**src/flow_pkg.sv**
```systemverilog
`default_nettype none

package flow_pkg;

    localparam int NUM_PORTS = 4;  // Classes and destinations
    localparam int DEST_W    = 2;
    localparam int DATA_W    = 8;

    localparam int IN_DEPTH  = 4;
    localparam int OUT_DEPTH = 4;  // Also the credit count after reset

    localparam int CREDIT_W  = $clog2(OUT_DEPTH + 1);
    localparam int WEIGHT_W  = 3;

    // Grants per turn, class 0 first
    localparam logic [WEIGHT_W-1:0] CLASS_WEIGHT [NUM_PORTS] = '{
        3'd4,
        3'd3,
        3'd2,
        3'd1
    };

    typedef struct packed {
        logic [DEST_W-1:0] dest;
        logic [DATA_W-1:0] data;
    } flit_t;

    typedef enum logic [1:0] {
        CLASS_0,
        CLASS_1,
        CLASS_2,
        CLASS_3
    } traffic_class_e;

endpackage

`default_nettype wire
```
**src/traffic_switch.sv**
```systemverilog
`default_nettype none

module traffic_switch (
    input  logic                           clk,
    input  logic                           reset,
    input  logic [flow_pkg::NUM_PORTS-1:0] in_push,
    input  flow_pkg::flit_t                in_flit [flow_pkg::NUM_PORTS],
    output logic [flow_pkg::NUM_PORTS-1:0] in_full,
    input  logic [flow_pkg::NUM_PORTS-1:0] out_pop,
    output flow_pkg::flit_t                out_flit [flow_pkg::NUM_PORTS],
    output logic [flow_pkg::NUM_PORTS-1:0] out_empty
);
    import flow_pkg::*;

    flit_t                head_flit [NUM_PORTS];
    logic [NUM_PORTS-1:0] head_empty;
    logic [NUM_PORTS-1:0] class_pop;
    flit_t                route_flit;
    logic [NUM_PORTS-1:0] route_push;

    // One queue per traffic class
    for (genvar c = 0; c < NUM_PORTS; c++) begin : g_class_q
        word_fifo #(
            .DEPTH(IN_DEPTH)
        ) u_class_q (
            .clk     (clk),
            .reset   (reset),
            .push    (in_push[c]),
            .wr_flit (in_flit[c]),
            .pop     (class_pop[c]),
            .rd_flit (head_flit[c]),
            .empty   (head_empty[c]),
            .full    (in_full[c])
        );
    end

    class_scheduler u_sched (
        .clk           (clk),
        .reset         (reset),
        .head_flit     (head_flit),
        .head_empty    (head_empty),
        .class_pop     (class_pop),
        .credit_return (out_pop),  // Each consumer pop frees one slot
        .route_flit    (route_flit),
        .route_push    (route_push)
    );

    // One queue per destination, drained outside
    for (genvar d = 0; d < NUM_PORTS; d++) begin : g_dest_q
        word_fifo #(
            .DEPTH(OUT_DEPTH)
        ) u_dest_q (
            .clk     (clk),
            .reset   (reset),
            .push    (route_push[d]),
            .wr_flit (route_flit),
            .pop     (out_pop[d]),
            .rd_flit (out_flit[d]),
            .empty   (out_empty[d]),
            .full    ()  // Credits keep pushes off a full queue
        );
    end

endmodule

`default_nettype wire

```
**src/class_scheduler.sv**
```systemverilog
`default_nettype none

module class_scheduler (
    input  logic                           clk,
    input  logic                           reset,
    input  flow_pkg::flit_t                head_flit [flow_pkg::NUM_PORTS],
    input  logic [flow_pkg::NUM_PORTS-1:0] head_empty,
    output logic [flow_pkg::NUM_PORTS-1:0] class_pop,
    input  logic [flow_pkg::NUM_PORTS-1:0] credit_return,
    output flow_pkg::flit_t                route_flit,
    output logic [flow_pkg::NUM_PORTS-1:0] route_push
);
    import flow_pkg::*;

    traffic_class_e       cur_class;
    traffic_class_e       grant_class;
    logic [WEIGHT_W-1:0]  weight_left;  // Grants left for cur_class
    logic [WEIGHT_W-1:0]  weight_next;
    logic [CREDIT_W-1:0]  credit [NUM_PORTS];
    logic [NUM_PORTS-1:0] eligible;
    logic [NUM_PORTS-1:0] spend;
    logic                 grant_valid;
    flit_t                grant_flit;

    // Head present and its destination has room
    always_comb begin
        for (int c = 0; c < NUM_PORTS; c++) begin
            eligible[c] = !head_empty[c] && (credit[head_flit[c].dest] != '0);
        end
    end

    always_comb begin : pick
        traffic_class_e cand;
        cand        = cur_class;
        grant_valid = 1'b0;
        grant_class = cur_class;
        weight_next = weight_left;
        if (eligible[cur_class] && (weight_left != '0)) begin
            grant_valid = 1'b1;
            weight_next = weight_left - 1'b1;
        end else begin
            // Offset NUM_PORTS comes back to cur_class with a fresh weight
            for (int i = 1; i <= NUM_PORTS; i++) begin
                cand = traffic_class_e'(2'(cur_class + i));
                if (!grant_valid && eligible[cand]) begin
                    grant_valid = 1'b1;
                    grant_class = cand;
                    weight_next = CLASS_WEIGHT[cand] - 1'b1;  // First grant spent now
                end
            end
        end
    end

    assign grant_flit = head_flit[grant_class];

    always_comb begin
        class_pop = '0;
        spend     = '0;
        if (grant_valid) begin
            class_pop[grant_class]  = 1'b1;
            spend[grant_flit.dest]  = 1'b1;
        end
    end

    always_ff @(posedge clk) begin
        if (!reset) begin
            cur_class   <= CLASS_0;
            weight_left <= CLASS_WEIGHT[CLASS_0];
            route_push  <= '0;
            for (int d = 0; d < NUM_PORTS; d++) begin
                credit[d] <= CREDIT_W'(OUT_DEPTH);
            end
        end else begin
            if (grant_valid) begin
                cur_class   <= grant_class;
                weight_left <= weight_next;
            end
            route_push <= spend;  // One-hot on the word's destination
            for (int d = 0; d < NUM_PORTS; d++) begin
                credit[d] <= credit[d] - CREDIT_W'(spend[d]) + CREDIT_W'(credit_return[d]);
            end
        end
    end

    always_ff @(posedge clk) begin
        route_flit <= grant_flit;
    end

    assert property (@(posedge clk) disable iff (!reset) $onehot0(class_pop))
        else $error("class_scheduler: more than one class popped");

    for (genvar d = 0; d < NUM_PORTS; d++) begin : g_credit_chk
        // A pop without a matching push would overflow the counter
        assert property (@(posedge clk) disable iff (!reset)
            credit[d] <= CREDIT_W'(OUT_DEPTH))
            else $error("class_scheduler: credit overflow on destination %0d", d);

        assert property (@(posedge clk) disable iff (!reset)
            route_push[d] |-> $past(credit[d] != '0))
            else $error("class_scheduler: push to destination %0d without credit", d);
    end

endmodule

`default_nettype wire

```
**src/word_fifo.sv**
```systemverilog
`default_nettype none

module word_fifo #(
    parameter int DEPTH = 4
) (
    input  logic            clk,
    input  logic            reset,
    input  logic            push,
    input  flow_pkg::flit_t wr_flit,
    input  logic            pop,
    output flow_pkg::flit_t rd_flit,
    output logic            empty,
    output logic            full
);
    import flow_pkg::*;

    localparam int PTR_W = $clog2(DEPTH);
    localparam int CNT_W = $clog2(DEPTH + 1);

    flit_t            mem [DEPTH];
    logic [PTR_W-1:0] wr_ptr;
    logic [PTR_W-1:0] rd_ptr;
    logic [CNT_W-1:0] count;
    logic             do_push;
    logic             do_pop;

    // Wrap for depths that are not a power of two
    function automatic logic [PTR_W-1:0] next_ptr(input logic [PTR_W-1:0] ptr);
        if (ptr == PTR_W'(DEPTH - 1)) begin
            return '0;
        end
        return ptr + 1'b1;
    endfunction

    assign do_push = push && !full;  // Push on full is dropped
    assign do_pop  = pop && !empty;
    assign empty   = (count == '0);
    assign full    = (count == CNT_W'(DEPTH));
    assign rd_flit = mem[rd_ptr];    // Head always visible

    always_ff @(posedge clk) begin
        if (do_push) begin
            mem[wr_ptr] <= wr_flit;
        end
    end

    always_ff @(posedge clk) begin
        if (!reset) begin
            wr_ptr <= '0;
            rd_ptr <= '0;
            count  <= '0;
        end else begin
            if (do_push) begin
                wr_ptr <= next_ptr(wr_ptr);
            end
            if (do_pop) begin
                rd_ptr <= next_ptr(rd_ptr);
            end
            case ({do_push, do_pop})
                2'b10:   count <= count + 1'b1;
                2'b01:   count <= count - 1'b1;
                default: count <= count;
            endcase
        end
    end

    // Producer and consumer must respect the flags
    assert property (@(posedge clk) disable iff (!reset) push |-> !full)
        else $error("word_fifo: push while full");

    assert property (@(posedge clk) disable iff (!reset) pop |-> !empty)
        else $error("word_fifo: pop while empty");

endmodule

`default_nettype wire

```
**config.mk**
```make
export PLATFORM = sky130hd
export DESIGN_NAME = traffic_switch
export DESIGN_NICKNAME = d
export VERILOG_FILES = /design/src/flow_pkg.sv /design/src/traffic_switch.sv /design/src/class_scheduler.sv /design/src/word_fifo.sv
export SDC_FILE = /design/constraint.sdc
export NUM_CORES = 1
export LEC_CHECK = 0
export ABC_AREA = 0
export BUFFER_PORTS_ARGS = -buffer_cell sky130_fd_sc_hd__buf_4
export CORE_UTILIZATION = 55
export DETAILED_ROUTE_END_ITERATION = 8
export HOLD_SLACK_MARGIN = 0.08
export PLACE_DENSITY = 0.72
export RECOVER_POWER = 100
export REMOVE_ABC_BUFFERS = 1
export SETUP_SLACK_MARGIN = 0.15
export SLEW_MARGIN = 20
export SYNTH_ARGS = -nofsm -noshare
export SYNTH_HDL_FRONTEND = slang
export SYNTH_SLANG_ARGS = --single-unit
```
**constraint.sdc**
```tcl
create_clock -name clk -period 6.2 [get_ports clk]
set_input_delay 0.93 -clock clk [delete_from_list [all_inputs] [get_ports clk]]
set_output_delay 0.93 -clock clk [all_outputs]
set_load 0.03 [all_outputs]
```
Yosys cells after proc, flatten, opt, wreduce, memory -nomap -nowiden
Memories as Yosys holds them, arrays and structs flattened. A register that Yosys moved wholly into a read port is not among the register bits.
Index checks and enable logic that the tools add are counted.
{"block": "word_totals", "elab_cells": 393, "latchBits": 0, "register_bits": 75, "mem_count": 9, "mem_bits_rw": 332, "rom_bits": 0, "input_bits": 50, "output_inout_bits": 48}
{"block": "op_classes", "order_cmp": 14, "n_reduce_logical": 68, "mux": 175, "addsub": 49, "n_bitwise": 9, "shifts": 0, "eq_ne": 40, "div": 0, "n_mul": 0}
{"memory": "g_class_q[0].u_class_q.mem", "words": 4, "word_bits": 10, "read_ports": 1, "rd_clocked_by_memory_dff": 1, "write_ports": 1, "line_no": "word_fifo.sv:20", "source": "flit_t mem [DEPTH];"}
{"memory": "g_class_q[1].u_class_q.mem", "words": 4, "word_bits": 10, "read_ports": 1, "rd_clocked_by_memory_dff": 1, "write_ports": 1, "line_no": "word_fifo.sv:20"}
{"memory": "g_class_q[2].u_class_q.mem", "words": 4, "word_bits": 10, "read_ports": 1, "rd_clocked_by_memory_dff": 1, "write_ports": 1, "line_no": "word_fifo.sv:20"}
{"memory": "g_class_q[3].u_class_q.mem", "words": 4, "word_bits": 10, "read_ports": 1, "rd_clocked_by_memory_dff": 1, "write_ports": 1, "line_no": "word_fifo.sv:20"}
{"memory": "g_dest_q[0].u_dest_q.mem", "words": 4, "word_bits": 10, "read_ports": 1, "rd_clocked_by_memory_dff": 1, "write_ports": 1, "line_no": "word_fifo.sv:20"}
{"memory": "g_dest_q[1].u_dest_q.mem", "words": 4, "word_bits": 10, "read_ports": 1, "rd_clocked_by_memory_dff": 1, "write_ports": 1, "line_no": "word_fifo.sv:20"}
{"memory": "3 more memories"}
{"cell": "$mux 2", "count": 53}
{"cell": "$mux 1", "count": 81}
{"cell": "$mux 3", "count": 17}
{"cell": "$eq 2x2->1 const B", "count": 24}
{"cell": "$pmux 3 s2", "count": 8}
{"cell": "$sub 3x1->3 const B", "count": 13}
{"cell": "$add 2x1->2 const B", "count": 18}
{"cell": "$logic_and 1x1->1", "count": 26}
{"cell": "$add 3x1->3 const B", "count": 8}
{"cell": "$bmux 3 s2", "count": 4}
{"cell": "$eq 3x3->1 const B", "count": 8}
{"cell": "$logic_not 3->1", "count": 8}
{"cell": "$lt 2x3->1 const B", "count": 7}
{"cell": "$bmux 10 s2", "count": 1}
{"cell": "$mux 10", "count": 2}
{"cell": "$logic_not 1->1", "count": 19}
{"cell": "$eq 2x1->1 const B", "count": 8}
{"cell": "$reduce_bool 2->1", "count": 8}
{"cell": "$ge 3x3->1 const B", "count": 5}
{"cell": "$not 2->3", "count": 5}
{"cell": "$reduce_bool 3->1", "count": 5}
{"cell": "$add 3x1->3", "count": 4}
{"cell": "$sub 3x1->3", "count": 4}
{"cell": "$bmux 1 s2", "count": 5}
{"cell": "other kinds (7)", "count": 14}

Longest topological paths before layout
{"block": "depth", "depth_word": 31, "mapped_depth": 19, "depth_no_buf": 18}

Cells and area by module
From an unflattened synthesis, not the netlist that was laid out.
{"block": "unflattened", "hier_cells": 1112, "area_unflattened_um2": 17634.4}
{"module": "word_fifo", "instances": 8, "area_per_inst_um2": 1933.1, "cells_each": 108, "seq_area_each_um2": 1381.3}
{"module": "class_scheduler", "instances": 1, "area_per_inst_um2": 2169.6, "cells_each": 248, "seq_area_each_um2": 620.6}

Least setup slack after synthesis
No wires, ideal clock.
{"block": "synth_timing", "path_type": "register -> register", "from": "reg with a tool-made name", "to": "mem u_sched.credit[0][2] (netlist bit)", "period_less_slack_ns": 4.788, "stages_incl_launch_ff": 19, "required_ns": 6.075, "slack_ns": 1.412, "arrival_ns": 4.663, "path_buffers": 2, "setup_ns": 0.125, "path_cell_list": "dfxtp_1 > buf_6 > mux4_2 > inv_2 > mux4_2 > a221oi_1 > o221a_4 > nor3_4 > xnor2_2 > buf_2 > mux4_2 > and2_1 > ha_1 > inv_1 > ha_1 > fa_1 > xnor2_1 > xnor2_1 > nand2_1"}
{"item": "end: declaration", "line_no": "class_scheduler.sv:19", "source": "logic [CREDIT_W-1:0] credit [NUM_PORTS];"}

==> impl_metrics.xml <==
<?xml version="1.0" encoding="UTF-8"?>
<metrics>
  <group name="outcome">
    <metric name="run_status" unit="">complete, but fails checks</metric>
    <metric name="violations" unit="">max-capacitance violations, max-slew violations</metric>
  </group>
  <group name="setup_path">
    <metric name="category_of_the_worst_setup_path_launch_point" unit="">register</metric>
    <metric name="top_fanout_value_on_the_critical_path" unit="">28</metric>
    <metric name="crit_type" unit="">register to register</metric>
    <metric name="timing.critical_path.arrival" unit="ns">6.09</metric>
    <metric name="crit_path_end_kind" unit="">register</metric>
    <metric name="cp_data_required_time" unit="ns">6.59</metric>
  </group>
  <group name="floorplanning">
    <metric name="ios" unit="">98</metric>
    <metric name="start_util" unit="%">56.57</metric>
    <metric name="row_count" unit="">64</metric>
    <metric name="dieHeight" unit="um">180.3</metric>
    <metric name="dieWidth" unit="um">180.3</metric>
    <metric name="fp.dieArea" unit="um^2">32510</metric>
    <metric name="placeable_core_area" unit="um^2">30910</metric>
  </group>
  <group name="clock_network">
    <metric name="h-tree-depth" unit="">2</metric>
    <metric name="cts_num_sinks" unit="">423</metric>
    <metric name="cts-hold-fix-buffers" unit="">0</metric>
    <metric name="postCtsResizedCells" unit="">0</metric>
    <metric name="ctsRootBufferMaster" unit="">clkbuf_16</metric>
    <metric name="insertion_delay" unit="ns">0.54</metric>
    <metric name="setup_buffers_after_cts" unit="">0</metric>
    <metric name="cts_tree" unit="">yes</metric>
    <metric name="clock_tree.buffer_depth" unit="">3</metric>
    <metric name="clk_transition_reported_paths" unit="ns">0.06</metric>
    <metric name="cts_made_buffers" unit="">41</metric>
  </group>
  <group name="grt">
    <metric name="grt_overflow_total" unit="">0</metric>
    <metric name="antenna_found_initial" unit="">0</metric>
    <metric name="grt_max_degree" unit="">44</metric>
    <metric name="grt_usage" unit="%">19.84</metric>
    <metric name="grt_pass1_wl" unit="mm">50.00</metric>
    <metric name="grt_pass1_vias" unit="">9239</metric>
  </group>
  <group name="timing">
    <metric name="finalSetupTns" unit="ns">0</metric>
    <metric name="fin_worst_skew" unit="ns">0.01776</metric>
    <metric name="max_frequency" unit="MHz">175.3</metric>
    <metric name="worst_slew_margin_rel" unit="%">-45.61</metric>
    <metric name="setup_ws" unit="ns">0.4963</metric>
    <metric name="rsz0062_at_grt" unit="">false</metric>
    <metric name="slew_violations" unit="">44</metric>
    <metric name="final_period_demand_of_the_worst_path" unit="ns">5.704</metric>
    <metric name="setup-violations-final" unit="">0</metric>
    <metric name="fin_crit_sh" unit="%">92.00</metric>
    <metric name="worst_slew_pin_slew" unit="ns">2.184</metric>
    <metric name="hold_viol" unit="">0</metric>
  </group>
  <group name="power">
    <metric name="leakagePower" unit="nW">6.787</metric>
    <metric name="pd_cells" unit="nW/um^2">494.0</metric>
    <metric name="report.power.total" unit="mW">9.699</metric>
    <metric name="ir_drop" unit="mV">0.3715</metric>
  </group>
  <group name="placed_design">
    <metric name="place_inst" unit="">1550</metric>
    <metric name="hpwlAfterDp" unit="mm">21.20</metric>
    <metric name="gpl.final_weighted_congestion" unit="">0.8111</metric>
    <metric name="post_dp_cell_area" unit="um^2">18560</metric>
    <metric name="port_buffers" unit="">97</metric>
    <metric name="place_ws" unit="ns">0.6245</metric>
  </group>
  <group name="synth">
    <metric name="synth_top_area_share" unit="%">54.96</metric>
    <metric name="fraction_of_registers_with_async_set_reset" unit="%">0</metric>
    <metric name="synth_top_cells_by_area" unit="">edfxtp_1 55%, dfxtp_1 12%, mux4_2 11%, ha_1 4.5%, inv_1 1.5%</metric>
    <metric name="synth_seq_cells" unit="">423</metric>
    <metric name="synth.yosys.seq_area_share" unit="%">66.75</metric>
    <metric name="yosys.cell_types.count" unit="">54</metric>
    <metric name="synth_flop_type" unit="">edfxtp_1</metric>
    <metric name="yosysWarnings" unit="">0</metric>
    <metric name="synth_area_per_inst" unit="um^2">16.07</metric>
    <metric name="netlist_instances" unit="">1088</metric>
    <metric name="synth_edf_count" unit="">320</metric>
    <metric name="mappedNetlistArea" unit="um^2">17480</metric>
    <metric name="netlist.top_cell.by_area" unit="">edfxtp_1</metric>
  </group>
  <group name="cells_and_area">
    <metric name="area_growth" unit="%">12.30</metric>
    <metric name="layout.nets" unit="">1322</metric>
    <metric name="multi_input_area" unit="um^2">5299</metric>
    <metric name="final_design_area_no_fill" unit="um^2">19640</metric>
    <metric name="regArea" unit="um^2">11670</metric>
    <metric name="fin_cells" unit="">1626</metric>
    <metric name="layout-drive-gt1-share" unit="%">14.72</metric>
    <metric name="fillers" unit="">2242</metric>
    <metric name="antenna_cells" unit="">0</metric>
  </group>
  <group name="drt">
    <metric name="detail_route.wl_per_cell" unit="um">19.65</metric>
    <metric name="drt-vias-per-instance" unit="">5.637</metric>
    <metric name="detailedRoute.firstPassIterationCount" unit="">5</metric>
    <metric name="drtAntennaViolNets" unit="">0</metric>
    <metric name="drc_errors" unit="">0</metric>
    <metric name="finalWirelength" unit="mm">31.96</metric>
    <metric name="num_vias" unit="">9166</metric>
    <metric name="drt_first_iter_violations" unit="">653</metric>
  </group>
  <group name="job">
    <metric name="drv_cap" unit="">1</metric>
  </group>
  <group name="worst_hold_path">
    <metric name="hold_class" unit="">register to register</metric>
  </group>
</metrics>
through the flow:
stage / hold slack [ns] / util (%)
6_report: 0.5011 / 63.52
5_1_grt: 0.5254 / 63.52
4_1_cts: 0.5001 / 64.71
3_5_place_dp: 0.4844 / 60.05
3_3_place_gp: 0.4788 / 60.05
2_1_floorplan: 0.4563 / -
synth_stat cells, drive strengths merged (9+ instances only):
master and number:
nor3 22, nand2 38, inv 76, and3 21
buf 18, ha 63, dfxtp 103, xor2 17
clkbuf 20, mux2 10, or3 22, a21oi 46
nand3 11, fa 12, and2 33, nor2 63
edfxtp 320, mux4 86, o21ai 31, mux2i 20
xnor2 9
state kept, by name, indices dropped and copies added (netlist names), 4 cells and up, named ones only:
signal / cells
g_class_q.u_class_q.count: 12
g_class_q.u_class_q.mem: 160
g_class_q.u_class_q.rd_ptr: 8
g_class_q.u_class_q.wr_ptr: 8
g_dest_q.u_dest_q.count: 12
g_dest_q.u_dest_q.mem: 160
g_dest_q.u_dest_q.rd_ptr: 8
g_dest_q.u_dest_q.wr_ptr: 8
u_sched.credit: 12
u_sched.route_flit: 10
u_sched.route_push: 4
power by group:
part / total [mW] / switching (mW) / internal, mW
logic: 3.16 / 1.87 / 1.29
registers: 3.94 / 0.381 / 3.56
clock network: 2.60 / 1.02 / 1.57
total: 9.70 / 3.28 / 6.42
metal layers:
layer,up-vias,track usage [%],wire length (um)
met4,0,4.718,561
met3,45,2.991,1284
met5,-,0,0
li1,4296,-,-
met1,4605,26.84,13940
met2,220,34.05,16170
layout make-up:
cell class	count	share of cell area [%]
clock buffer	62	6.194
clock inverter	14	1.147
inverter	77	1.472
tap	396	2.523
sequential	423	59.44
multi-input combinational	550	26.99
timing repair buffer	104	2.237
worst max-delay path, cell delays in order (launching register included):
cell and delay [ns]:
dfxtp_1 0.31, buf_4 0.23, mux4_2 0.59, inv_1 0.11, mux4_2 0.55, a221oi_1 0.43, o221a_4 0.30, nor3_1 0.11
xnor2_4 0.89, mux2i_1 0.18, mux2_1 0.41, nor3_1 0.26, ha_1 0.16, inv_1 0.04, ha_1 0.18, fa_1 0.41
xnor2_1 0.19, xnor2_1 0.14, nand2_1 0.06
cells in the final DEF, fill, tap and decap left out, types with 27 or more instances in the layout:
cell,instances
ha_1,63
mux4_2,86
clkbuf_16,42
edfxtp_1,320
a21oi_1,46
inv_1,75
dfxtp_1,103
o21ai_0,27
nor2_1,63
nand2_1,38
clkbuf_1,102
logic make-up after synthesis:
group	after synthesis	share of synthesized area (%)
xor+xnor	26	1.345
simple gates	231	6.748
fa+ha+maj	75	5.882
buf+inv	115	2.855
mux	116	12.87
compound gates	102	3.550
flops	423	66.75
worst paths after layout:
path                                     from              endpoint  slack, ns  cells past startpoint
min          g_class_q[3].u_class_q.rd_ptr[1]              register       0.50                      2
max                                  register  u_sched.credit[1][2]       0.50                     18
max reg2reg                          register  u_sched.credit[1][2]       0.50                     18
min reg2reg  g_class_q[3].u_class_q.rd_ptr[1]              register       0.50                      2
Power figures use the tool's default switching activity.
